$ cat config.mk
export PLATFORM = sky130hd
export DESIGN_NAME = hart_port
export DESIGN_NICKNAME = d
export VERILOG_FILES = /design/src/design/cluster_pkg.sv /design/src/design/hart_port.sv
export SDC_FILE = /design/constraint.sdc
export NUM_CORES = 1
export LEC_CHECK = 0
export ABC_AREA = 0
export ABC_CLOCK_PERIOD_IN_PS = 1900
export BUFFER_PORTS_ARGS = -buffer_cell sky130_fd_sc_hd__buf_2
export CAP_MARGIN = 20
export CORE_AREA = 4 4 91 93
export DETAILED_ROUTE_END_ITERATION = 16
export DIE_AREA = 0 0 95 97
export PLACE_DENSITY_LB_ADDON = 0.2
export SYNTH_ARGS = -nofsm -noshare
export SYNTH_HDL_FRONTEND = slang
export SYNTH_SLANG_ARGS = --single-unit
$ cat constraint.sdc
create_clock -name clk_i -period 1.9 [get_ports clk_i]
set_input_delay 0.19 -clock clk_i [delete_from_list [all_inputs] [get_ports clk_i]]
set_output_delay 0.19 -clock clk_i [all_outputs]
set_load 0.1 [all_outputs]
$ cat src/design/cluster_pkg.sv
// Cluster package
// Widths, request and response word layout, and sizes derived from them
// for the hart cluster and its clock-crossing link

`default_nettype none

package cluster_pkg;

  // --------------------
  // Basic sizes
  // --------------------
  parameter int unsigned NUM_HARTS = 4;
  parameter int unsigned ADDR_W    = 16;
  parameter int unsigned DATA_W    = 32;
  // FIFO holds 2**LOG_DEPTH entries
  parameter int unsigned LOG_DEPTH = 1;

  // Hart tag at least one bit wide
  parameter int unsigned HART_ID_W = (NUM_HARTS > 1) ? $clog2(NUM_HARTS) : 1;

  // --------------------
  // Request word
  // --------------------
  // Hart id on top, then write flag, address and write data
  parameter int unsigned REQ_ADR_LSB = DATA_W;
  parameter int unsigned REQ_WE_BIT  = DATA_W + ADDR_W;
  parameter int unsigned REQ_ID_LSB  = DATA_W + ADDR_W + 1;
  parameter int unsigned REQ_W       = HART_ID_W + 1 + ADDR_W + DATA_W;

  // --------------------
  // Response word
  // --------------------
  // Hart id on top of the read data
  parameter int unsigned RSP_ID_LSB = DATA_W;
  parameter int unsigned RSP_W      = HART_ID_W + DATA_W;

endpackage

`default_nettype wire

$ cat src/design/hart_port.sv
// Hart port
// Wishbone classic slave for one hart: holds a single request, offers it
// to the arbiter and acks once the tagged response comes back

`timescale 1ns/1ps
`default_nettype none

module hart_port #(
  parameter int unsigned NUM_HARTS = cluster_pkg::NUM_HARTS,
  parameter int unsigned HART_IDX  = 0
) (
  input  logic                           clk_i,
  input  logic                           rst_n_i,
  input  logic                           wb_cyc_i,
  input  logic                           wb_stb_i,
  input  logic                           wb_we_i,
  input  logic [cluster_pkg::ADDR_W-1:0] wb_adr_i,
  input  logic [cluster_pkg::DATA_W-1:0] wb_dat_i,
  output logic [cluster_pkg::DATA_W-1:0] wb_dat_o,
  output logic                           wb_ack_o,
  output logic                           pend_o,
  output logic                           we_o,
  output logic [cluster_pkg::ADDR_W-1:0] adr_o,
  output logic [cluster_pkg::DATA_W-1:0] dat_o,
  input  logic                           grant_i,
  input  logic [NUM_HARTS-1:0]           rsp_valid_i,
  input  logic [cluster_pkg::DATA_W-1:0] rsp_data_i
);

  typedef enum logic [1:0] {ST_IDLE, ST_PEND, ST_WAIT} state_e;

  state_e state_q;
  logic   rsp_hit;

  // Only our own bit of the one-hot response vector
  assign rsp_hit = rsp_valid_i[HART_IDX];
  assign pend_o  = (state_q == ST_PEND);

  always_ff @(posedge clk_i or negedge rst_n_i) begin
    if (!rst_n_i) begin
      state_q  <= ST_IDLE;
      we_o     <= 1'b0;
      adr_o    <= '0;
      dat_o    <= '0;
      wb_dat_o <= '0;
      wb_ack_o <= 1'b0;
    end else begin
      wb_ack_o <= 1'b0;
      case (state_q)
        ST_IDLE: begin
          // Master still holds the finished request during the ack cycle
          if (wb_cyc_i && wb_stb_i && !wb_ack_o) begin
            we_o    <= wb_we_i;
            adr_o   <= wb_adr_i;
            dat_o   <= wb_dat_i;
            state_q <= ST_PEND;
          end
        end
        ST_PEND: begin
          if (grant_i) begin
            state_q <= ST_WAIT;
          end
        end
        ST_WAIT: begin
          if (rsp_hit) begin
            wb_dat_o <= rsp_data_i;
            wb_ack_o <= 1'b1;
            state_q  <= ST_IDLE;
          end
        end
        default: state_q <= ST_IDLE;
      endcase
    end
  end

endmodule

`default_nettype wire

==> results.toml <==
[floorplanning]
die_h_um = 97
initial_utilization = 0.424
die_w_um = 95
row_count = 32
ios = 173
die_area_um2 = 9220
core_area_um2 = 7530

[min_path]
hold_class = "in -> reg"
worstHoldStart = "rsp_valid_i[0]"
hold-path-cell-count = 2
holdPathEnd = "state_q[1]"

[cells_and_area]
antenna_cells = 0
final_nets = 451
syn_to_final_growth_pct = 38.2
drive_gt1_frac = 0.746
layout_common_cells = "buf_2, dfrtp_1, mux2_2"
final_common_cell = "buf_2"

[route]
wl_per_cell_um = 14.7
vias = 2145
vias_per_cell = 4.58
drt_first_pass_iters = 3
drc = 0
ant_nets = 0
drt_iter0_drc = 21
wirelength_um = 6860

[cts]
clock_path_buffers = 2
cts_buffers = 9
clock_latency_ps = 340
root_buffer = "clkbuf_8"
clkTransAtPathRegs_ps = 70
cts_max_level = 3
clock_sinks = 84
cts_tree = "built"

[global_route]
grt_first_pass_wirelength_um = 11000
grt_pass1_vias = 2318
gr-total-overflow = 0
grt_max_degree = 51
antenna_found_initial = 0
grt_use_total = 0.156

[worst_setup_path]
crit_required_ps = 2120
slowest_stage = "dfrtp_1"
cp_top_family = "flip-flops"
critical_path_class = "reg -> reg"
crit_chain = "nor4_4 > buf_12 > mux2_2"
r2r_slack_ps = 300
arrival_ps = 1820
crit_buf_inv = 1
cp-end-kind = "register"
cp_slowest_stage_delay_ps = 450
rr_startpoint = "state_q[1]"
worstReg2RegEnd = "dat_o[13]"
start_kind = "register"
worst_r2r_path_depth = 3
worstPathMaxFanout = 50

[sta]
hold_violations = 0
setup_viol_count_final = 0
hold_slack_ps = 73.5
rsz0062_at_grt = "false"
finalCritPeriodShare = 0.844
skew_ps = 7.91
report.final.slew_viol_count = 0
slew_headroom = 0.648
worstMarginPinSlew_ps = 528
max_freq_ghz = 0.623
timing.final.crit_period_ps = 1600
final.setup.tns_ps = 0

[synthesis]
synthCells = 183
mappedNetlistArea_um2 = 3190
yosys.cell_types.count = 13
synth-seq-cells = 84
syn_avg_cell_area_um2 = 17.4
synth_nets = 273
ys_warn_count = 0
ys_seq_area_frac = 0.659

[placement]
routabilityCongestion = 0.721
dp.final_hpwl_um = 5370
portBuffers = 169

[status]
status = "finished clean"

[run]
maxCapViolations = 0
-- per-stage QoR --
step           std cells  cell area, µm²  utilization  setup slack, ps
4_1_cts              468            4410        0.585              274
2_1_floorplan        183            3190            -              203
5_1_grt              468            4410        0.585              239
3_3_place_gp         451            4160        0.553              344
3_5_place_dp         451            4160        0.553              303
6_report             468            4410        0.585              296
-- kinds of logic after synthesis --
kind of cell,count (synthesis),share of synthesized area
buffers and inverters,10,0.0247
AO/OA/AOI/OAI,2,0.00392
multiplexers,81,0.297
AND/OR/NAND/NOR,6,0.0153
flip-flops,84,0.659
-- synth_stat cells --
master    number  area share
nand2_1        2      0.0024
mux2_2        72        0.25
nand2b_1       1      0.0020
mux2_4         9       0.042
buf_6          5       0.018
o21ai_0        1      0.0016
a21o_1         1      0.0024
nor4_4         1      0.0067
nor2b_1        1      0.0020
buf_2          3      0.0047
inv_1          2      0.0024
nand3b_1       1      0.0024
dfrtp_1       84        0.66
-- worst max-delay path by stage --
| stage | from | end | slack [ps] | cells after the start |
|---|---|---|---|---|
| finish | state_q[1] | dat_o[13] | 300 | 3 |
| global route | state_q[0] | pend_o | 240 | 2 |
| CTS | state_q[1] | pend_o | 270 | 2 |
| detailed placement | state_q[1] | dat_o[13] | 300 | 3 |
| global placement | state_q[1] | dat_o[11] | 340 | 3 |
| floorplan | wb_ack_o | adr_o[10] | 200 | 3 |
-- registers in the layout, indices dropped and copies added, names as in the netlist --
| register | count |
|---|---|
| dat_o | 32 |
| wb_dat_o | 32 |
| adr_o | 16 |
| state_q | 2 |
| wb_ack_o | 1 |
| we_o | 1 |
-- final cells by class --
type | count | area [µm²]
Clock inverter | 3 | 67.6
Inverter | 2 | 7.51
Fill cell | 685 | 3120
Sequential cell | 84 | 2100
Tap cell | 102 | 128
Clock buffer | 13 | 169
Multi-Input combinational cell | 89 | 1010
Timing Repair Buffer | 175 | 921
-- per-layer routing --
metal	global-route usage	part of all wire	up-vias
met2	0.257	0.50	95
met3	0.0529	0.092	18
met4	0.0832	0.030	0
met1	0.176	0.37	1026
met5	0	0	-
li1	-	-	1006
-- repair_timing --
action,CTS,global route
hold endpoints to repair,39,0
hold buffers,1,0
gates resized for setup,0,0
buffers inserted,0,0
Power is not shown: default switching activity piles up to over one toggle a cycle in this logic, so the estimate is an artifact.
