$ cat src/design/cluster_pkg.sv
// Cluster package
// Widths, request and response word layout, and sizes derived from them
// for the hart cluster and its clock-crossing link

`default_nettype none

package cluster_pkg;

  // --------------------
  // Basic sizes
  // --------------------
  parameter int unsigned NUM_HARTS = 4;
  parameter int unsigned ADDR_W    = 16;
  parameter int unsigned DATA_W    = 32;
  // FIFO holds 2**LOG_DEPTH entries
  parameter int unsigned LOG_DEPTH = 1;

  // Hart tag at least one bit wide
  parameter int unsigned HART_ID_W = (NUM_HARTS > 1) ? $clog2(NUM_HARTS) : 1;

  // --------------------
  // Request word
  // --------------------
  // Hart id on top, then write flag, address and write data
  parameter int unsigned REQ_ADR_LSB = DATA_W;
  parameter int unsigned REQ_WE_BIT  = DATA_W + ADDR_W;
  parameter int unsigned REQ_ID_LSB  = DATA_W + ADDR_W + 1;
  parameter int unsigned REQ_W       = HART_ID_W + 1 + ADDR_W + DATA_W;

  // --------------------
  // Response word
  // --------------------
  // Hart id on top of the read data
  parameter int unsigned RSP_ID_LSB = DATA_W;
  parameter int unsigned RSP_W      = HART_ID_W + DATA_W;

endpackage

`default_nettype wire

$ cat src/design/cdc_gray_src.sv
// Async FIFO write half
// Storage and gray write pointer live here; the read pointer comes back
// from the far domain through a two-flop synchronizer

`timescale 1ns/1ps
`default_nettype none

module cdc_gray_src #(
  parameter int unsigned LOG_DEPTH = cluster_pkg::LOG_DEPTH,
  parameter int unsigned WIDTH     = cluster_pkg::REQ_W
) (
  input  logic                              clk_i,
  input  logic                              rst_n_i,
  input  logic                              push_i,
  input  logic [WIDTH-1:0]                  push_data_i,
  output logic                              full_o,
  output logic [LOG_DEPTH:0]                wptr_o,
  output logic [(2**LOG_DEPTH)*WIDTH-1:0]   data_o,
  input  logic [LOG_DEPTH:0]                rptr_i
);

  localparam int unsigned DEPTH = 2**LOG_DEPTH;
  // Full when only the top two gray bits differ
  localparam logic [LOG_DEPTH:0] FULL_MASK = (LOG_DEPTH+1)'(3) << (LOG_DEPTH - 1);

  logic [DEPTH*WIDTH-1:0] data_q;
  logic [LOG_DEPTH:0]     wbin_q;
  logic [LOG_DEPTH:0]     wgray_q;
  logic [LOG_DEPTH:0]     wbin_next;
  logic [LOG_DEPTH:0]     wgray_next;
  logic [LOG_DEPTH-1:0]   waddr;
  logic [LOG_DEPTH:0]     rptr_s1_q;
  logic [LOG_DEPTH:0]     rptr_s2_q;
  logic                   do_push;

  assign waddr      = wbin_q[LOG_DEPTH-1:0];
  assign wbin_next  = wbin_q + (LOG_DEPTH+1)'(1);
  assign wgray_next = wbin_next ^ (wbin_next >> 1);

  assign full_o  = ((wgray_q ^ rptr_s2_q) == FULL_MASK);
  assign do_push = push_i && !full_o;

  assign wptr_o = wgray_q;
  assign data_o = data_q;

  // --------------------
  // Read pointer sync
  // --------------------
  always_ff @(posedge clk_i or negedge rst_n_i) begin
    if (!rst_n_i) begin
      rptr_s1_q <= '0;
      rptr_s2_q <= '0;
    end else begin
      rptr_s1_q <= rptr_i;
      rptr_s2_q <= rptr_s1_q;
    end
  end

  // --------------------
  // Write side
  // --------------------
  always_ff @(posedge clk_i or negedge rst_n_i) begin
    if (!rst_n_i) begin
      wbin_q  <= '0;
      wgray_q <= '0;
      data_q  <= '0;
    end else if (do_push) begin
      // Entry is written before the pointer that exposes it
      data_q[waddr*WIDTH +: WIDTH] <= push_data_i;
      wbin_q                       <= wbin_next;
      wgray_q                      <= wgray_next;
    end
  end

endmodule

`default_nettype wire

$ cat config.mk
export PLATFORM = sky130hd
export DESIGN_NAME = cdc_gray_src
export DESIGN_NICKNAME = d
export VERILOG_FILES = /design/src/design/cluster_pkg.sv /design/src/design/cdc_gray_src.sv
export SDC_FILE = /design/constraint.sdc
export NUM_CORES = 1
export LEC_CHECK = 0
export BUFFER_PORTS_ARGS = -buffer_cell sky130_fd_sc_hd__buf_2
export CAP_MARGIN = 20
export CORE_MARGIN = 1
export CORE_UTILIZATION = 50
export CTS_CLUSTER_SIZE = 14
export DETAILED_ROUTE_END_ITERATION = 7
export PLACE_DENSITY = 0.79
export SLEW_MARGIN = 40
export SYNTH_ARGS = -nofsm -noshare
export SYNTH_HDL_FRONTEND = slang
export SYNTH_SLANG_ARGS = --single-unit
export TNS_END_PERCENT = 30
$ cat constraint.sdc
create_clock -name clk_i -period 4.2 [get_ports clk_i]
set_input_delay 0.21 -clock clk_i [delete_from_list [all_inputs] [get_ports clk_i]]
set_output_delay 0.21 -clock clk_i [all_outputs]
set_load 0.02 [all_outputs]
==> results of run 1 <==
## metrics by stage
step	setup slack, ns	std cells	hold slack, ns	instance area [um2]	utilization (%)
final	1.852	508	0.09436	5395	65.66
after CTS	1.812	508	0.07680	5393	65.63
after global placement	1.890	489	0.3207	5107	62.16
after detailed placement	1.833	491	0.3038	5151	62.69
after global routing	1.670	508	0.07694	5395	65.66
after floorplan	2.543	234	-0.08559	4239	-
## layout make-up
cell class                      instances  area, um2
Tap cell                              105      131.4
Fill cell                             617       2821
Multi-Input combinational cell        112       1426
Clock buffer                           10      137.6
Timing Repair Buffer                  167      894.6
Clock inverter                          4      73.82
Inverter                                1      3.754
Sequential cell                       109       2728
## critical path, stage by stage, from the launching register on
cell	delay [ns]
dfrtp_1	0.44
xnor2_1	0.24
o21ai_4	0.64
buf_4	0.50
mux2_2	0.39
## cells in the final DEF (no fill, tap or decap), drive strengths merged
master       instances
mux2               102
nor2                 1
xnor2                3
o21ai                2
clkinv               2
dfrtp              109
bufinv               2
buf                163
xor2                 1
mux2i                1
inv                  1
dlygate4sd3          3
clkbuf              11
o211a                1
nor2b                1
## where the power goes
part	switching, W	internal [W]
Sequential	0.000267	0.00157
Combinational	0.00125	0.00110
Clock	0.000329	0.000346
## cells by family after synthesis
kind of cell    after synthesis  synth area share, %
xor+xnor                      4               0.8266
buf+inv                      13                2.361
simple gates                  2               0.2361
flops                       109                64.34
mux                         103                31.67
compound gates                3               0.5607
## registers in the layout, indices dropped and copies added (netlist names)
name       count
data_o       102
rptr_s1_q      2
rptr_s2_q      2
wptr_o         2
wbin_q         1
## layer usage
layer	global-route usage (%)	up-vias	share of wire [%]
li1	-	1143	-
met1	25.59	1270	44
met2	31.57	99	48
met3	4.450	10	5.9
met4	7.564	0	1.4
met5	0	-	0
## path summary, 6_finish.rpt
kind / start / endpoint / slack (ns)
setup / recovery: wptr_o[1] / data_o[49] / 1.85
hold / removal: push_data_i[42] / data_o[93] / 0.09
setup reg to reg: wptr_o[1] / data_o[49] / 1.85
hold reg to reg: rptr_s1_q[1] / rptr_s2_q[1] / 0.37
max in group asynchronous: rst_n_i / data_o[91] / 2.94
min in group asynchronous: rst_n_i / data_o[96] / 0.44
==> flow_summary.yaml, run 1 <==
outcome:
  outcome: "completed"
global_route:
  grt_first_pass_wirelength_mm: 13.17
  grt_pass1_vias: 2701
  grt_usage_pct: 19.50
  grt_overflow: 0
  grt_max_degree: 85
  antenna_found_initial: 0
clock_network:
  cts.sinks: 109
  cts_setup_buffers: 0
  numCtsBuffers: 9
  root_buffer: "clkbuf_8"
  cts.clk_slew.worst_paths_ns: 0.10
  clockBufferDepth: 2
  h-tree-depth: 3
  clk_latency_ns: 0.35
  cts_hold_buf: 3
  tritoncts: "done"
  cts_resized: 0
synthesis:
  synthCells: 234
  syn_area_um2: 4239
  postSynthNetCount: 290
  synth.top_cell.area_share_pct: 64.34
  synth_edf_count: 0
  synth.cells.most_frequent: "dfrtp_1, mux2_2, mux2_4"
  ys_warn_count: 0
  async_reset_ff_share_pct: 100.0
  ys_ff_latch: 109
  yosysMostFrequentCell: "dfrtp_1"
  synth_area_per_cell_um2: 18.12
  synth_flop_cell: "dfrtp_1"
  yosysTopAreaCell: "dfrtp_1"
  ys_seq_area_share_pct: 64.34
  netlist_top_cells_area: "dfrtp_1, mux2_4, mux2_2"
  synthDistinctLibCells: 15
die:
  io_pins: 161
  row_count: 33
  initial_utilization_pct: 51.59
  core-area_um2: 8217
  dieHeight_um: 94.08
  die_w_um: 94.08
  die_area_um2: 8850
sta:
  slew_viol_final: 0
  clock-skew-final_ns: 0.01095
  hold_viol_final: 0
  rsz0062_at_grt: "no"
  maxSlewHeadroom_pct: 51.71
  fin_setup_tns_ns: 0
  fin_crit_sh_pct: 55.90
  period_minus_slack_ns: 2.348
  worst_pin_slew_ns: 0.7216
  fmax_mhz: 425.9
  setup_violations: 0
critical_path:
  cp-start-kind: "flip-flop"
  critPathKind: "reg2reg"
  cp_max_fo: 30
  cp.arrival_ns: 2.58
  r2r_cells: 4
  cp.required_ns: 4.43
  endpoint_kind: "flip-flop"
pwr:
  powerDensity_nw_per_um2: 902.4
  p_total_w: 0.004869
  leakage_nw: 2.687
  vdd_ir_drop_max_uv: 424.2
routing:
  drc: 0
  vias: 2522
  dr.pass1.iters: 4
  final_antenna_net_count: 0
  wl_mm: 8.018
  via_per_inst: 4.965
  wl_per_cell_um: 15.78
  drt_iter0_markers: 63
place:
  gp_congestion: 0.7528
  numPortBuffers: 160
  hpwl_mm: 5.778
flow_run:
  max_cap_viol_count: 0
final_layout:
  drive_gt1_share_pct: 69.98
  nets: 456
  num_antenna_cells: 0
  syn_to_final_growth_pct: 27.27
min_path:
  hold_depth: 2
  hold_class: "in2reg"
No activity file was read; power rests on OpenSTA's default activity.
==> run 2, diff against run 1 <==
CORE_UTILIZATION = 44   (was 50)
PLACE_DENSITY = 0.74   (was 0.79)
clock period = 2.1 ns   (was 4.2 ns; I/O delays follow)
==> run 2 against run 1 <==
Effect of this change:
- wire length grew 13%
- final area grew 10%
- non-clock buffer count grew 55
- largest power group unchanged
- clock-buffer cell count is the same
- core utilization shrank 1.6 points
- die area grew 13%
- sequential power grew 100%
- critical path depth is the same
- fmax grew 22%
==> flow_summary.yaml, run 2 (synthesized netlist as in run 1, its figures left out) <==
sta:
  setup_violations: 0
  rsz0062_at_grt: "no"
  hold_viol_final: 0
  clock-skew-final_ns: 0.01236
  fmax_mhz: 519.0
  fin_crit_sh_pct: 91.75
  maxSlewHeadroom_pct: 66.64
  slew_viol_final: 0
  period_minus_slack_ns: 1.927
  worst_pin_slew_ns: 0.4968
  fin_setup_tns_ns: 0
final_layout:
  drive_gt1_share_pct: 62.61
  final_common_cell: "buf_2"
  final_cells: 589
  nets: 511
  largest_register_ffs: 102
  layout_common_cells: "buf_2, dfrtp_1, dlygate4sd3_1"
  syn_to_final_growth_pct: 40.20
  num_antenna_cells: 0
clock_network:
  clockBufferDepth: 2
  tritoncts: "done"
  h-tree-depth: 3
  root_buffer: "clkbuf_8"
  cts.sinks: 109
  cts_resized: 0
  numCtsBuffers: 9
  clk_latency_ns: 0.36
  cts.clk_slew.worst_paths_ns: 0.09
global_route:
  grt_first_pass_wirelength_mm: 14.43
  busiest_layer: "met2"
  use_met3_pct: 3.691
  antenna_found_initial: 0
  met2_usage_pct: 31.82
  grt_pass1_vias: 2954
  gr-usage-met1_pct: 23.90
  grt_overflow: 0
  grt_usage_pct: 18.75
  grt_max_degree: 57
critical_path:
  cp_max_fo: 21
  timing.rr.start: "wptr_o[1]"
  critPathKind: "reg2reg"
  r2r_cells: 4
  r2r_end: "data_o[66]"
  cp.arrival_ns: 2.16
  cp-start-kind: "flip-flop"
  cp-startpoint: "wptr_o[1]"
  setup.worst_path.end: "data_o[66]"
  cp.required_ns: 2.34
  rrSetupSlack_ns: 0.17
  endpoint_kind: "flip-flop"
routing:
  drt_iter0_markers: 66
  via_per_inst: 4.679
  wl_per_cell_um: 15.33
  wl_mm: 9.030
  vias: 2756
  drc: 0
  final_antenna_net_count: 0
  dr.pass1.iters: 4
die:
  dieHeight_um: 100.2
  initial_utilization_pct: 45.66
  row_count: 35
  die_area_um2: 10030
  io_pins: 161
  die_w_um: 100.2
  core-area_um2: 9284
min_path:
  hold_depth: 3
  hold_class: "in2reg"
pwr:
  leakage_nw: 2.910
  vdd_ir_drop_max_uv: 848.8
  powerDensity_nw_per_um2: 1632
flow_run:
  max_cap_viol_count: 0
place:
  gp_congestion: 0.7222
  place_inst: 519
  hpwl_mm: 5.818
  numPortBuffers: 160
outcome:
  outcome: "completed"
==> run 2: cell count changes in the layout (fill, tap and decap cells not counted) <==
cell / previous run / this run
bufinv_16: 2 / 0
buf_12: 2 / 3
clkinv_2: 1 / 2
inv_6: 0 / 3
clkbuf_8: 11 / 10
dlygate4sd3_1: 3 / 54
buf_4: 2 / 6
==> run 2: worst min-delay path by stage <==
stage,start,slack (ns),endpoint
floorplan,rst_n_i,-0.19,data_o[0]
global placement,rst_n_i,0.04,data_o[95]
detailed placement,rst_n_i,0.04,data_o[95]
CTS,push_i,0.12,wbin_q[0]
global route,push_i,0.15,wbin_q[0]
finish,push_i,0.15,wbin_q[0]
==> run 2: cell type report <==
| class | instances | area [um2] |
|---|---|---|
| flip-flops and latches | 109 | 2728 |
| clock inverters | 6 | 45.04 |
| repair buffers | 222 | 1441 |
| fillers | 725 | 3341 |
| inverters | 1 | 3.754 |
| multi-input cells | 112 | 1426 |
| clock buffers | 10 | 137.6 |
| well taps | 129 | 161.4 |
==> run 2: stage by stage <==
step | power (W) | utilization, % | instance area (um2) | hold WS, ns | worst slack [ns]
floorplan | 0.006973 | - | 4239 | -0.1906 | 0.4425
global placement | 0.008385 | 56.23 | 5220 | 0.03840 | 0.2450
detailed placement | 0.008514 | 56.23 | 5220 | 0.04129 | 0.1872
CTS | 0.009793 | 64.02 | 5943 | 0.1216 | 0.1763
global route | 0.01024 | 64.02 | 5943 | 0.1541 | 0.1161
finish | 0.009700 | 64.02 | 5943 | 0.1451 | 0.1733
==> run 2: layer usage <==
| metal | vias up | routed length, um | part of all wire, % |
|---|---|---|---|
| met1 | 1404 | 3898 | 43 |
| met5 | - | 0 | 0 |
| met4 | 0 | 138 | 1.5 |
| li1 | 1255 | - | - |
| met2 | 84 | 4592 | 51 |
| met3 | 13 | 400 | 4.4 |
==> run 2: power breakdown <==
part	switching (W)	leakage [nW]	internal, W	total (W)
combinational	0.00253	1.53	0.00230	0.00482
sequential	0.000556	1.28	0.00315	0.00371
clock	0.000694	0.0974	0.000476	0.00117
==> run 2: worst max-delay path, stage by stage (launching register included) <==
cell	delay [ns]
dfrtp_1	0.43
xnor2_1	0.45
o211a_4	0.36
buf_12	0.23
mux2_4	0.33
==> run 2: repair_timing <==
item	4_1_cts	5_1_grt
buffers inserted	0	0
hold buffers	54	0
hold endpoints to repair	126	0
