`config.mk`:
```
export PLATFORM = sky130hd
export DESIGN_NAME = cdc_gray_dst
export DESIGN_NICKNAME = d
export VERILOG_FILES = /design/src/design/cluster_pkg.sv /design/src/design/cdc_gray_dst.sv
export SDC_FILE = /design/constraint.sdc
export NUM_CORES = 1
export LEC_CHECK = 0
export CAP_MARGIN = 10
export CORE_ASPECT_RATIO = 1.75
export CORE_MARGIN = 2
export CORE_UTILIZATION = 45
export CTS_CLUSTER_DIAMETER = 80
export DETAILED_ROUTE_END_ITERATION = 10
export DONT_BUFFER_PORTS = 1
export GPL_TIMING_DRIVEN = 0
export SYNTH_ARGS = -nofsm -noshare
export SYNTH_HDL_FRONTEND = slang
export SYNTH_SLANG_ARGS = --single-unit
```
`constraint.sdc`:
```
create_clock -name clk_i -period 1.6 [get_ports clk_i]
set_clock_uncertainty 0.1 [all_clocks]
set_input_delay 0.08 -clock clk_i [delete_from_list [all_inputs] [get_ports clk_i]]
set_output_delay 0.08 -clock clk_i [all_outputs]
set_load 0.1 [all_outputs]
```
`src/design/cluster_pkg.sv`:
```
// Cluster package
// Widths, request and response word layout, and sizes derived from them
// for the hart cluster and its clock-crossing link

`default_nettype none

package cluster_pkg;

  // --------------------
  // Basic sizes
  // --------------------
  parameter int unsigned NUM_HARTS = 4;
  parameter int unsigned ADDR_W    = 16;
  parameter int unsigned DATA_W    = 32;
  // FIFO holds 2**LOG_DEPTH entries
  parameter int unsigned LOG_DEPTH = 1;

  // Hart tag at least one bit wide
  parameter int unsigned HART_ID_W = (NUM_HARTS > 1) ? $clog2(NUM_HARTS) : 1;

  // --------------------
  // Request word
  // --------------------
  // Hart id on top, then write flag, address and write data
  parameter int unsigned REQ_ADR_LSB = DATA_W;
  parameter int unsigned REQ_WE_BIT  = DATA_W + ADDR_W;
  parameter int unsigned REQ_ID_LSB  = DATA_W + ADDR_W + 1;
  parameter int unsigned REQ_W       = HART_ID_W + 1 + ADDR_W + DATA_W;

  // --------------------
  // Response word
  // --------------------
  // Hart id on top of the read data
  parameter int unsigned RSP_ID_LSB = DATA_W;
  parameter int unsigned RSP_W      = HART_ID_W + DATA_W;

endpackage

`default_nettype wire

```
`src/design/cdc_gray_dst.sv`:
```
// Async FIFO read half
// Syncs the far write pointer, pops one response per cycle while not
// empty and turns the hart tag into a one-hot valid

`timescale 1ns/1ps
`default_nettype none

module cdc_gray_dst #(
  parameter int unsigned NUM_HARTS = cluster_pkg::NUM_HARTS,
  parameter int unsigned LOG_DEPTH = cluster_pkg::LOG_DEPTH
) (
  input  logic                                        clk_i,
  input  logic                                        rst_n_i,
  input  logic [LOG_DEPTH:0]                          wptr_i,
  input  logic [(2**LOG_DEPTH)*cluster_pkg::RSP_W-1:0] data_i,
  output logic [LOG_DEPTH:0]                          rptr_o,
  output logic [NUM_HARTS-1:0]                        rsp_valid_o,
  output logic [cluster_pkg::DATA_W-1:0]              rsp_data_o
);

  import cluster_pkg::*;

  logic [LOG_DEPTH:0]     wptr_s1_q;
  logic [LOG_DEPTH:0]     wptr_s2_q;
  logic [LOG_DEPTH:0]     rbin_q;
  logic [LOG_DEPTH:0]     rgray_q;
  logic [LOG_DEPTH:0]     rbin_next;
  logic [LOG_DEPTH-1:0]   raddr;
  logic [RSP_W-1:0]       entry;
  logic [HART_ID_W-1:0]   tag;
  logic [NUM_HARTS-1:0]   valid_d;
  logic                   empty;

  assign raddr     = rbin_q[LOG_DEPTH-1:0];
  assign rbin_next = rbin_q + (LOG_DEPTH+1)'(1);
  assign empty     = (wptr_s2_q == rgray_q);
  assign entry     = data_i[raddr*RSP_W +: RSP_W];
  assign tag       = entry[RSP_ID_LSB +: HART_ID_W];
  assign rptr_o    = rgray_q;

  // Every tagged hart waits and takes its entry at once
  always_comb begin
    valid_d = '0;
    if (!empty) begin
      valid_d[tag] = 1'b1;
    end
  end

  // --------------------
  // Write pointer sync
  // --------------------
  always_ff @(posedge clk_i or negedge rst_n_i) begin
    if (!rst_n_i) begin
      wptr_s1_q <= '0;
      wptr_s2_q <= '0;
    end else begin
      wptr_s1_q <= wptr_i;
      wptr_s2_q <= wptr_s1_q;
    end
  end

  // --------------------
  // Pop and deliver
  // --------------------
  always_ff @(posedge clk_i or negedge rst_n_i) begin
    if (!rst_n_i) begin
      rbin_q      <= '0;
      rgray_q     <= '0;
      rsp_valid_o <= '0;
      rsp_data_o  <= '0;
    end else begin
      rsp_valid_o <= valid_d;
      if (!empty) begin
        rsp_data_o <= entry[DATA_W-1:0];
        rbin_q     <= rbin_next;
        rgray_q    <= rbin_next ^ (rbin_next >> 1);
      end
    end
  end

endmodule

`default_nettype wire

```
==> run metrics, run 1 <==
Nets=approximately 300; Num CTS Buffers=5; die area=5420 um2; # H-tree levels=2; final core occ=66.1%; Root Driver=clkbuf_8; CTS tree=yes; commonest register cell after synthesis=dfrtp_1; largest net degree at the start of global routing=44; Cell variety after synth=24; commonest cells in the netlist=dfrtp_1 (43), mux2_2 (37), mux2_4 (27), a21oi_1 (5); slew at the pin closest to its max-slew limit=roughly 0.93 ns; Final Max Tran Viols=0; Clk Latency, worst-skew pair=0.29 ns; Hold Crit Class=in -> async; Synth-to-Final Area Change=41.9%; Max-slew headroom=a little under two fifths; # rows=33; antenna violations before repair=0; vias per cell=~5.2; final hold violation count=0; post-synthesis async set-or-reset flop share=100%; Ant. Diodes=0; failing checks=setup timing; Die Y=95.9 um; Worst Path Required=1.67 ns; DP HPWL=between 3000 and 4000 um; Vias=1452; Place WS=-0.175 ns; RSZ-0062 raised after global routing=true; min cycle time layout=1.68 ns; vias in the first global route=1655; Worst R2R Setup Slack=-0.08 ns; Clock Pin Slew Worst Setup and Hold Paths=0.08 ns; Longest Clk Path Bufs=2; RR Startpoint=rptr_o[0]; Final Cycle Share=105%; register area=1080 um2; final setup margin=-0.0785 ns; global-route wire length before repair=~8000 um; top cell type's share of synthesized area=a little under 50%; Worst R2R End=rsp_data_o[5]; ranking of synthesized cells by area=dfrtp_1 (50%), mux2_2 (19%), mux2_4 (19%); status=finished with violations; chip width=around 57 um; crit end category=flip-flop; DR WL/cell=17.9 um; synth warn=0; Core Footprint=between 4000 and 5000 um2; Worst Path Max Fanout=10; endpoints failing setup=32; GP Congestion=0.683; Seq cells post-synth=43; Mapped Cells=144; Post-synth EDFFs=0; drt drc=0; f_max=0.596 GHz; Mapped Nets=216; largest area contributor in the netlist=dfrtp_1; 1st-iter DRT viols=33; Mean Syn Cell Area=15.1 um2; Worst Reg-to-Reg Cells=4; CTS sink count=43; Worst setup SP type=flip-flop; kind of critical path=reg -> reg; Cell Area, Synth=2170 um2; 1st-pass router iterations=4; I/O Pins=110; number of port buffers=0; Antenna Violating Nets Remaining=0; area of the multi-input gates=between 900 and 1000 um2; filler instances=320; share of cells above drive strength 1=38.5%; CP startpoint=rptr_o[0]; gr usage total=between 10% and 20%; arrival time worst endpoint=1.75 ns; most common cell in the netlist=dfrtp_1; final WL=4990 um; Starting Density=46.6%; sequential area share after synthesis=slightly below 50%; total gr overflow=0; Max Cap Viol=0
==> cells in the final DEF, fill, tap and decap left out, drive strengths merged <==
master,netlist,routed
xor2,1,1
nand2,2,2
nor3,1,1
nor2,4,4
inv,4,4
o22ai,2,2
a32oi,1,1
xnor2,2,2
nand2b,1,1
clkinv,0,1
nand3,1,1
and2,2,2
dfrtp,43,43
buf,8,12
dlygate4sd3,0,71
o21ai,1,1
a21oi,5,5
clkbuf,1,6
clkinvlp,0,1
mux2,64,64
mux2i,1,1
==> per-layer routing <==
| metal | wire [um] | part of all wire [%] | vias up | track usage, % |
|---|---|---|---|---|
| met5 | 0 | 0 | - | 0 |
| met4 | 38 | 0.76 | 0 | 5.95 |
| met1 | 1730 | 35 | 704 | 20.0 |
| met2 | 2830 | 57 | 79 | 35.9 |
| li1 | - | - | 664 | - |
| met3 | 382 | 7.7 | 5 | 5.24 |
==> how the worst max path moves through the flow <==
stage | to | slack, ns
6_report | rsp_data_o[5] | -0.08
5_1_grt | rsp_data_o[9] | -0.13
4_1_cts | rsp_data_o[5] | -0.12
3_5_place_dp | rsp_data_o[9] | -0.18
3_3_place_gp | rsp_data_o[13] | -0.15
2_1_floorplan | rsp_data_o[0] | -0.08
==> per-stage QoR <==
step	std cells	cell area (um2)	TNS [ns]	hold WS, ns
floorplan	144	2180	-2.11	-0.316
global placement	196	2240	-4.17	-0.315
detailed placement	196	2240	-4.73	-0.315
CTS	279	3090	-3.23	0.164
global route	278	3080	-3.76	0.195
finish	278	3080	-2.05	0.175
==> registers in the layout, summed over array words and instances (netlist names) <==
name and count:
rsp_valid_o 4, rptr_o 2, wptr_s2_q 2, rbin_q 1, rsp_data_o 32, wptr_s1_q 2
==> cells by family after synthesis <==
family          share of synthesized area [%]
mux                                      38.3
flops                                    49.5
xor+xnor                                 2.42
compound gates                           2.36
buf+inv                                  4.67
simple gates                             2.71
==> critical path: stages, from the launching register on <==
cell and delay, ns:
dfrtp_4 0.64, xnor2_4 0.22, nand2_4 0.12, buf_12 0.17, mux2_4 0.30
==> cell type report <==
| type | instances | area share, % |
|---|---|---|
| clock inverter | 2 | 0.406 |
| tap | 52 | 2.11 |
| buffer | 8 | 2.92 |
| timing repair buffer | 75 | 24.4 |
| inverter | 4 | 0.487 |
| sequential | 43 | 35.0 |
| clock buffer | 6 | 2.35 |
| multi-input combinational | 88 | 32.3 |
==> what timing repair did <==
action	in CTS	in global routing
setup endpoints to repair	35	33
hold endpoints to repair	81	0
buffers inserted	3	0
pin swaps	1	1
resized for setup	3	0
hold buffers	72	0
Power of run 1 is not shown: default switching activity piles up to over one toggle a cycle in this logic, so the estimate is an artifact.
==> run 2, diff against run 1 <==
--- a/config.mk
+++ b/config.mk
@@ -13,6 +13,7 @@
 export DETAILED_ROUTE_END_ITERATION = 10
 export DONT_BUFFER_PORTS = 1
 export GPL_TIMING_DRIVEN = 0
+export PLACE_DENSITY_LB_ADDON = 0.25
 export SYNTH_ARGS = -nofsm -noshare
 export SYNTH_HDL_FRONTEND = slang
 export SYNTH_SLANG_ARGS = --single-unit
==> run 2 against run 1 <==
Against the previous run:
- cell area up 1.9%
- sequential share of layout area is 0.66 points lower
- hold slack better by 0.0051 ns
- fmax shrank 1.6%
- global-route usage grew 1.4 points
- worst setup slack got worse by 0.027 ns
- non-clock buffer count increased by 1
- core utilization up 1.3 points
- the flow still finishes with violations (setup timing)
- first-iteration DRC count up 12%
- via count increased by 0.90%
==> run metrics, run 2 (synthesized netlist as in run 1, its figures left out) <==
CTS tree=yes; total gr overflow=0 (unchanged); gr usage total=20.3% (+1.4 points); crit end category=flip-flop; DR WL/cell=19.0 um (+6.1%); global-route wire length before repair=8370 um (+5.1%); drt drc=0 (unchanged); vias in the first global route=1654 (-0.060%); failing checks=setup timing; vias per cell=5.25 (+0.53%); antenna violations before repair=0 (unchanged); slew at the pin closest to its max-slew limit=0.934 ns (+0.00211 ns); Max Cap Viol=0 (unchanged); Vias=1465 (+0.90%); Largest register FFs=32 (unchanged); commonest non-fill, non-tap cell in the layout=dlygate4sd3_1; Clk Latency, worst-skew pair=0.29 ns (about the same); Hold Crit Class=in -> async; Ant. Diodes=0 (unchanged); area post-placement=2240 um2 (unchanged); RSZ-0062 raised after global routing=true; Final Instance Area=3140 um2 (+1.9%); kind of critical path=reg -> reg; status=finished with violations; die area=5420 um2 (unchanged); # H-tree levels=2 (unchanged); final WL=5310 um (+6.4%); Finished Layout Cells=279 (+0.36%); 1st-iter DRT viols=37 (+12%); # rows=33 (unchanged); Longest Clk Path Bufs=2 (unchanged); CTS sink count=43 (unchanged); arrival time worst endpoint=1.78 ns (+0.03 ns); Starting Density=46.6% (unchanged); min cycle time layout=1.71 ns (+0.0268 ns); chip width=56.5 um (unchanged); hold slack final=0.180 ns (+0.00505 ns); 1st-pass router iterations=3 (-1); endpoints failing setup=32 (unchanged); Worst Path Required=1.68 ns (about the same); Root Driver=clkbuf_8; number of port buffers=0 (unchanged); share of cells above drive strength 1=39.2% (+0.71 points); Max-slew headroom=37.8% (-0.14 points); Die Y=95.9 um (unchanged); I/O Pins=110 (unchanged); Most flops, register=rsp_data_o; GP Congestion=0.702 (+2.7%); Clock Pin Slew Worst Setup and Hold Paths=0.09 ns (about the same); Synth-to-Final Area Change=44.6%; Core Footprint=4670 um2 (unchanged); Worst setup SP type=flip-flop; Nets=298 (+0.34%); Largest regs=rsp_data_o x32, rsp_valid_o x4; Place WS=-0.182 ns (-0.00723 ns); final setup margin=-0.105 ns (-0.0268 ns); Antenna Violating Nets Remaining=0 (unchanged); Final Max Tran Viols=0 (unchanged); f_max=0.586 GHz (-1.6%); final hold violation count=0 (unchanged); Worst Path Max Fanout=10 (unchanged); largest net degree at the start of global routing=44 (unchanged); Final Cycle Share=107% (+1.7 points); DP Cell Count=196 (unchanged); filler instances=330 (+3.1%); Num CTS Buffers=5 (unchanged); DP HPWL=3090 um (+1.6%); commonest cells after routing, fill and taps aside=dlygate4sd3_1 (71), dfrtp_1 (42), mux2_2 (37)
[run 2: cell types whose count changed in the layout (fill, tap and decap cells not counted)]
cell,change
buf_4,+1
clkbuf_1,-1
clkinv_2,-1
bufinv_16,+2
[run 2: routing by layer]
metal	GRT usage, %	wire, um
met5	0	0
met4	6.75	97
met3	5.24	354
met2	38.4	2980
met1	21.6	1880
[run 2: path summary, 6_finish.rpt]
kind	start	cells past startpoint	slack, ns	to
worst max register to register	rptr_o[0]	4	-0.11	rsp_data_o[5]
min in group clk_i	wptr_i[0]	1	0.24	wptr_s1_q[0]
max in group asynchronous	rst_n_i	2	1.01	rptr_o[0]
worst min-delay path	rst_n_i	2	0.18	rptr_o[0]
worst min register to register	wptr_s1_q[0]	0	0.27	wptr_s2_q[0]
worst max-delay path	rptr_o[0]	4	-0.11	rsp_data_o[5]
[run 2: critical path: stages (launching register included)]
cell and delay [ns]:
dfrtp_4 0.65, xnor2_4 0.23, nand2_4 0.13, buf_12 0.18
mux2_4 0.29
[run 2: layout make-up]
type | count | area (um2) | share of cell area (%)
Buffer | 8 | 90.1 | 2.87
Inverter | 4 | 15.0 | 0.478
Tap cell | 52 | 65.1 | 2.07
Clock buffer | 5 | 68.8 | 2.19
Sequential cell | 43 | 1080 | 34.4
Clock inverter | 3 | 67.6 | 2.15
Multi-Input combinational cell | 88 | 995 | 31.7
Timing Repair Buffer | 76 | 761 | 24.2
[run 2: repair_timing]
item,4_1_cts,5_1_grt
endpoints found under the hold margin,81,0
gates resized for setup,1,4
pin swaps,2,1
setup buffers,2,2
endpoints found under the setup margin,35,35
hold buffers,72,0
[run 2: through the flow]
stage	TNS, ns	utilization [%]
floorplan	-2.11	-
global placement	-4.13	48.0
detailed placement	-5.03	48.0
CTS	-3.90	67.0
global route	-4.10	67.3
finish	-3.05	67.3
Power of run 2 is left out for the same reason.
==> run 3, diff against run 2 <==
--- a/config.mk
+++ b/config.mk
@@ -14,6 +14,7 @@
 export DONT_BUFFER_PORTS = 1
 export GPL_TIMING_DRIVEN = 0
 export PLACE_DENSITY_LB_ADDON = 0.25
+export RECOVER_POWER = 50
 export SYNTH_ARGS = -nofsm -noshare
 export SYNTH_HDL_FRONTEND = slang
 export SYNTH_SLANG_ARGS = --single-unit
==> run 3 against run 2 <==
Against the previous run:
- the flow still finishes with violations (setup timing)
- count of clock-buffer cells in the layout unchanged
- core utilization decreased by 0.32 points
- via count increased by 0.14%
- wire length about the same
==> run metrics, run 3 (synthesized netlist as in run 1, its figures left out) <==
min cycle time layout=1.71 ns (+0.000177 ns); filler instances=332 (+0.61%); Num CTS Buffers=5 (unchanged); Place WS=-0.182 ns (unchanged); Final Max Tran Viols=0 (unchanged); DR WL/cell=19.0 um (about the same); global-route wire length before repair=8370 um (unchanged); Largest regs=rsp_data_o x32, rsp_valid_o x4; final WL=5310 um (about the same); Worst Reg-to-Reg Cells=4 (unchanged); endpoints failing setup=32 (unchanged); Hold Path Origin=wptr_i[0]; CTS sink count=43 (unchanged); final hold violation count=0 (unchanged); vias in the first global route=1654 (unchanged); RSZ-0062 raised after global routing=true; Most flops, register=rsp_data_o; I/O Pins=110 (unchanged); commonest non-fill, non-tap cell in the layout=dlygate4sd3_1; Starting Density=46.6% (unchanged); arrival time worst endpoint=1.78 ns (about the same); RR Startpoint=rptr_o[0]; drt drc=0 (unchanged); number of port buffers=0 (unchanged); Largest register FFs=32 (unchanged); # H-tree levels=2 (unchanged); # rows=33 (unchanged); Core Footprint=4670 um2 (unchanged); chip width=56.5 um (unchanged); Worst Path Max Fanout=10 (unchanged); Hold EP=wptr_s1_q[0]; Synth-to-Final Area Change=44.0%; Hold Crit Class=in -> reg; Nets=298 (unchanged); Longest Clk Path Bufs=2 (unchanged); Vias=1467 (+0.14%); DP Cell Count=196 (unchanged); Clock Pin Slew Worst Setup and Hold Paths=0.09 ns (about the same); vias per cell=5.26 (+0.14%); 1st-iter DRT viols=37 (unchanged); Root Driver=clkbuf_8; Worst R2R End=rsp_data_o[1]; commonest cells after routing, fill and taps aside=dlygate4sd3_1 (71), dfrtp_1 (42), mux2_2 (37); setup TNS=-3.05 ns (+0.000730 ns); Max-slew headroom=29.1% (-8.7 points); GP Congestion=0.702 (unchanged); total gr overflow=0 (unchanged); hold path depth=1; share of cells above drive strength 1=39.2% (unchanged); Worst Path Required=1.68 ns (about the same); gr usage total=20.3% (unchanged); 1st-pass router iterations=3 (unchanged); CTS tree=yes; Antenna Violating Nets Remaining=0 (unchanged); DP HPWL=3090 um (unchanged); Finished Layout Cells=279 (unchanged); Max Cap Viol=0 (unchanged); Clk Latency, worst-skew pair=0.29 ns (about the same); failing checks=setup timing; Die Y=95.9 um (unchanged); final setup margin=-0.106 ns (-0.000177 ns); slew at the pin closest to its max-slew limit=1.06 ns (+0.130 ns); Worst setup SP type=flip-flop; kind of critical path=reg -> reg; f_max=0.586 GHz (about the same); Ant. Diodes=0 (unchanged); Final Cycle Share=107% (about the same); largest net degree at the start of global routing=44 (unchanged); status=finished with violations; antenna violations before repair=0 (unchanged); crit end category=flip-flop; die area=5420 um2 (unchanged); Worst R2R Setup Slack=-0.11 ns (about the same)
[run 3: final cells by class]
class | count | area (um2) | share of cell area (%)
Multi-Input combinational cell | 88 | 995 | 31.8
Timing Repair Buffer | 76 | 746 | 23.8
Buffer | 8 | 90.1 | 2.88
Tap cell | 52 | 65.1 | 2.08
Clock inverter | 3 | 67.6 | 2.16
Inverter | 4 | 15.0 | 0.480
Clock buffer | 5 | 68.8 | 2.20
Sequential cell | 43 | 1080 | 34.5
[run 3: worst max-delay path by stage]
stage,start,endpoint,slack (ns),cells after the start
2_1_floorplan,rptr_o[0],rsp_data_o[0],-0.08,4
3_3_place_gp,rptr_o[0],rsp_data_o[11],-0.15,4
3_5_place_dp,rptr_o[0],rsp_data_o[1],-0.18,4
4_1_cts,rptr_o[0],rsp_data_o[9],-0.14,4
5_1_grt,rptr_o[0],rsp_data_o[26],-0.14,4
6_report,rptr_o[0],rsp_data_o[1],-0.11,4
[run 3: critical path, cell delays in order (launching register included)]
cell and delay [ns]:
dfrtp_4 0.65, xnor2_4 0.23, nand2_4 0.13, buf_12 0.18
mux2_4 0.30
[run 3: routing by layer]
metal,track usage (%),up-vias,share of wire (%)
met5,0,-,0
met2,38.4,71,56
met1,21.6,719,35
met3,5.24,9,6.7
met4,6.75,0,1.8
li1,-,668,-
[run 3: per-stage QoR]
stage | hold WS [ns] | util (%) | instance area [um2]
2_1_floorplan | -0.316 | - | 2180
3_3_place_gp | -0.315 | 48.0 | 2240
3_5_place_dp | -0.315 | 48.0 | 2240
4_1_cts | 0.155 | 67.0 | 3130
5_1_grt | 0.226 | 67.0 | 3130
6_report | 0.240 | 67.0 | 3130
[run 3: timing repair]
item                       4_1_cts  5_1_grt
pin swaps                        2        1
hold buffers                    72        0
hold endpoints to repair        81        0
resized for setup                1        4
setup buffers                    2        2
setup endpoints to repair       35       35
Power of run 3 is left out for the same reason.
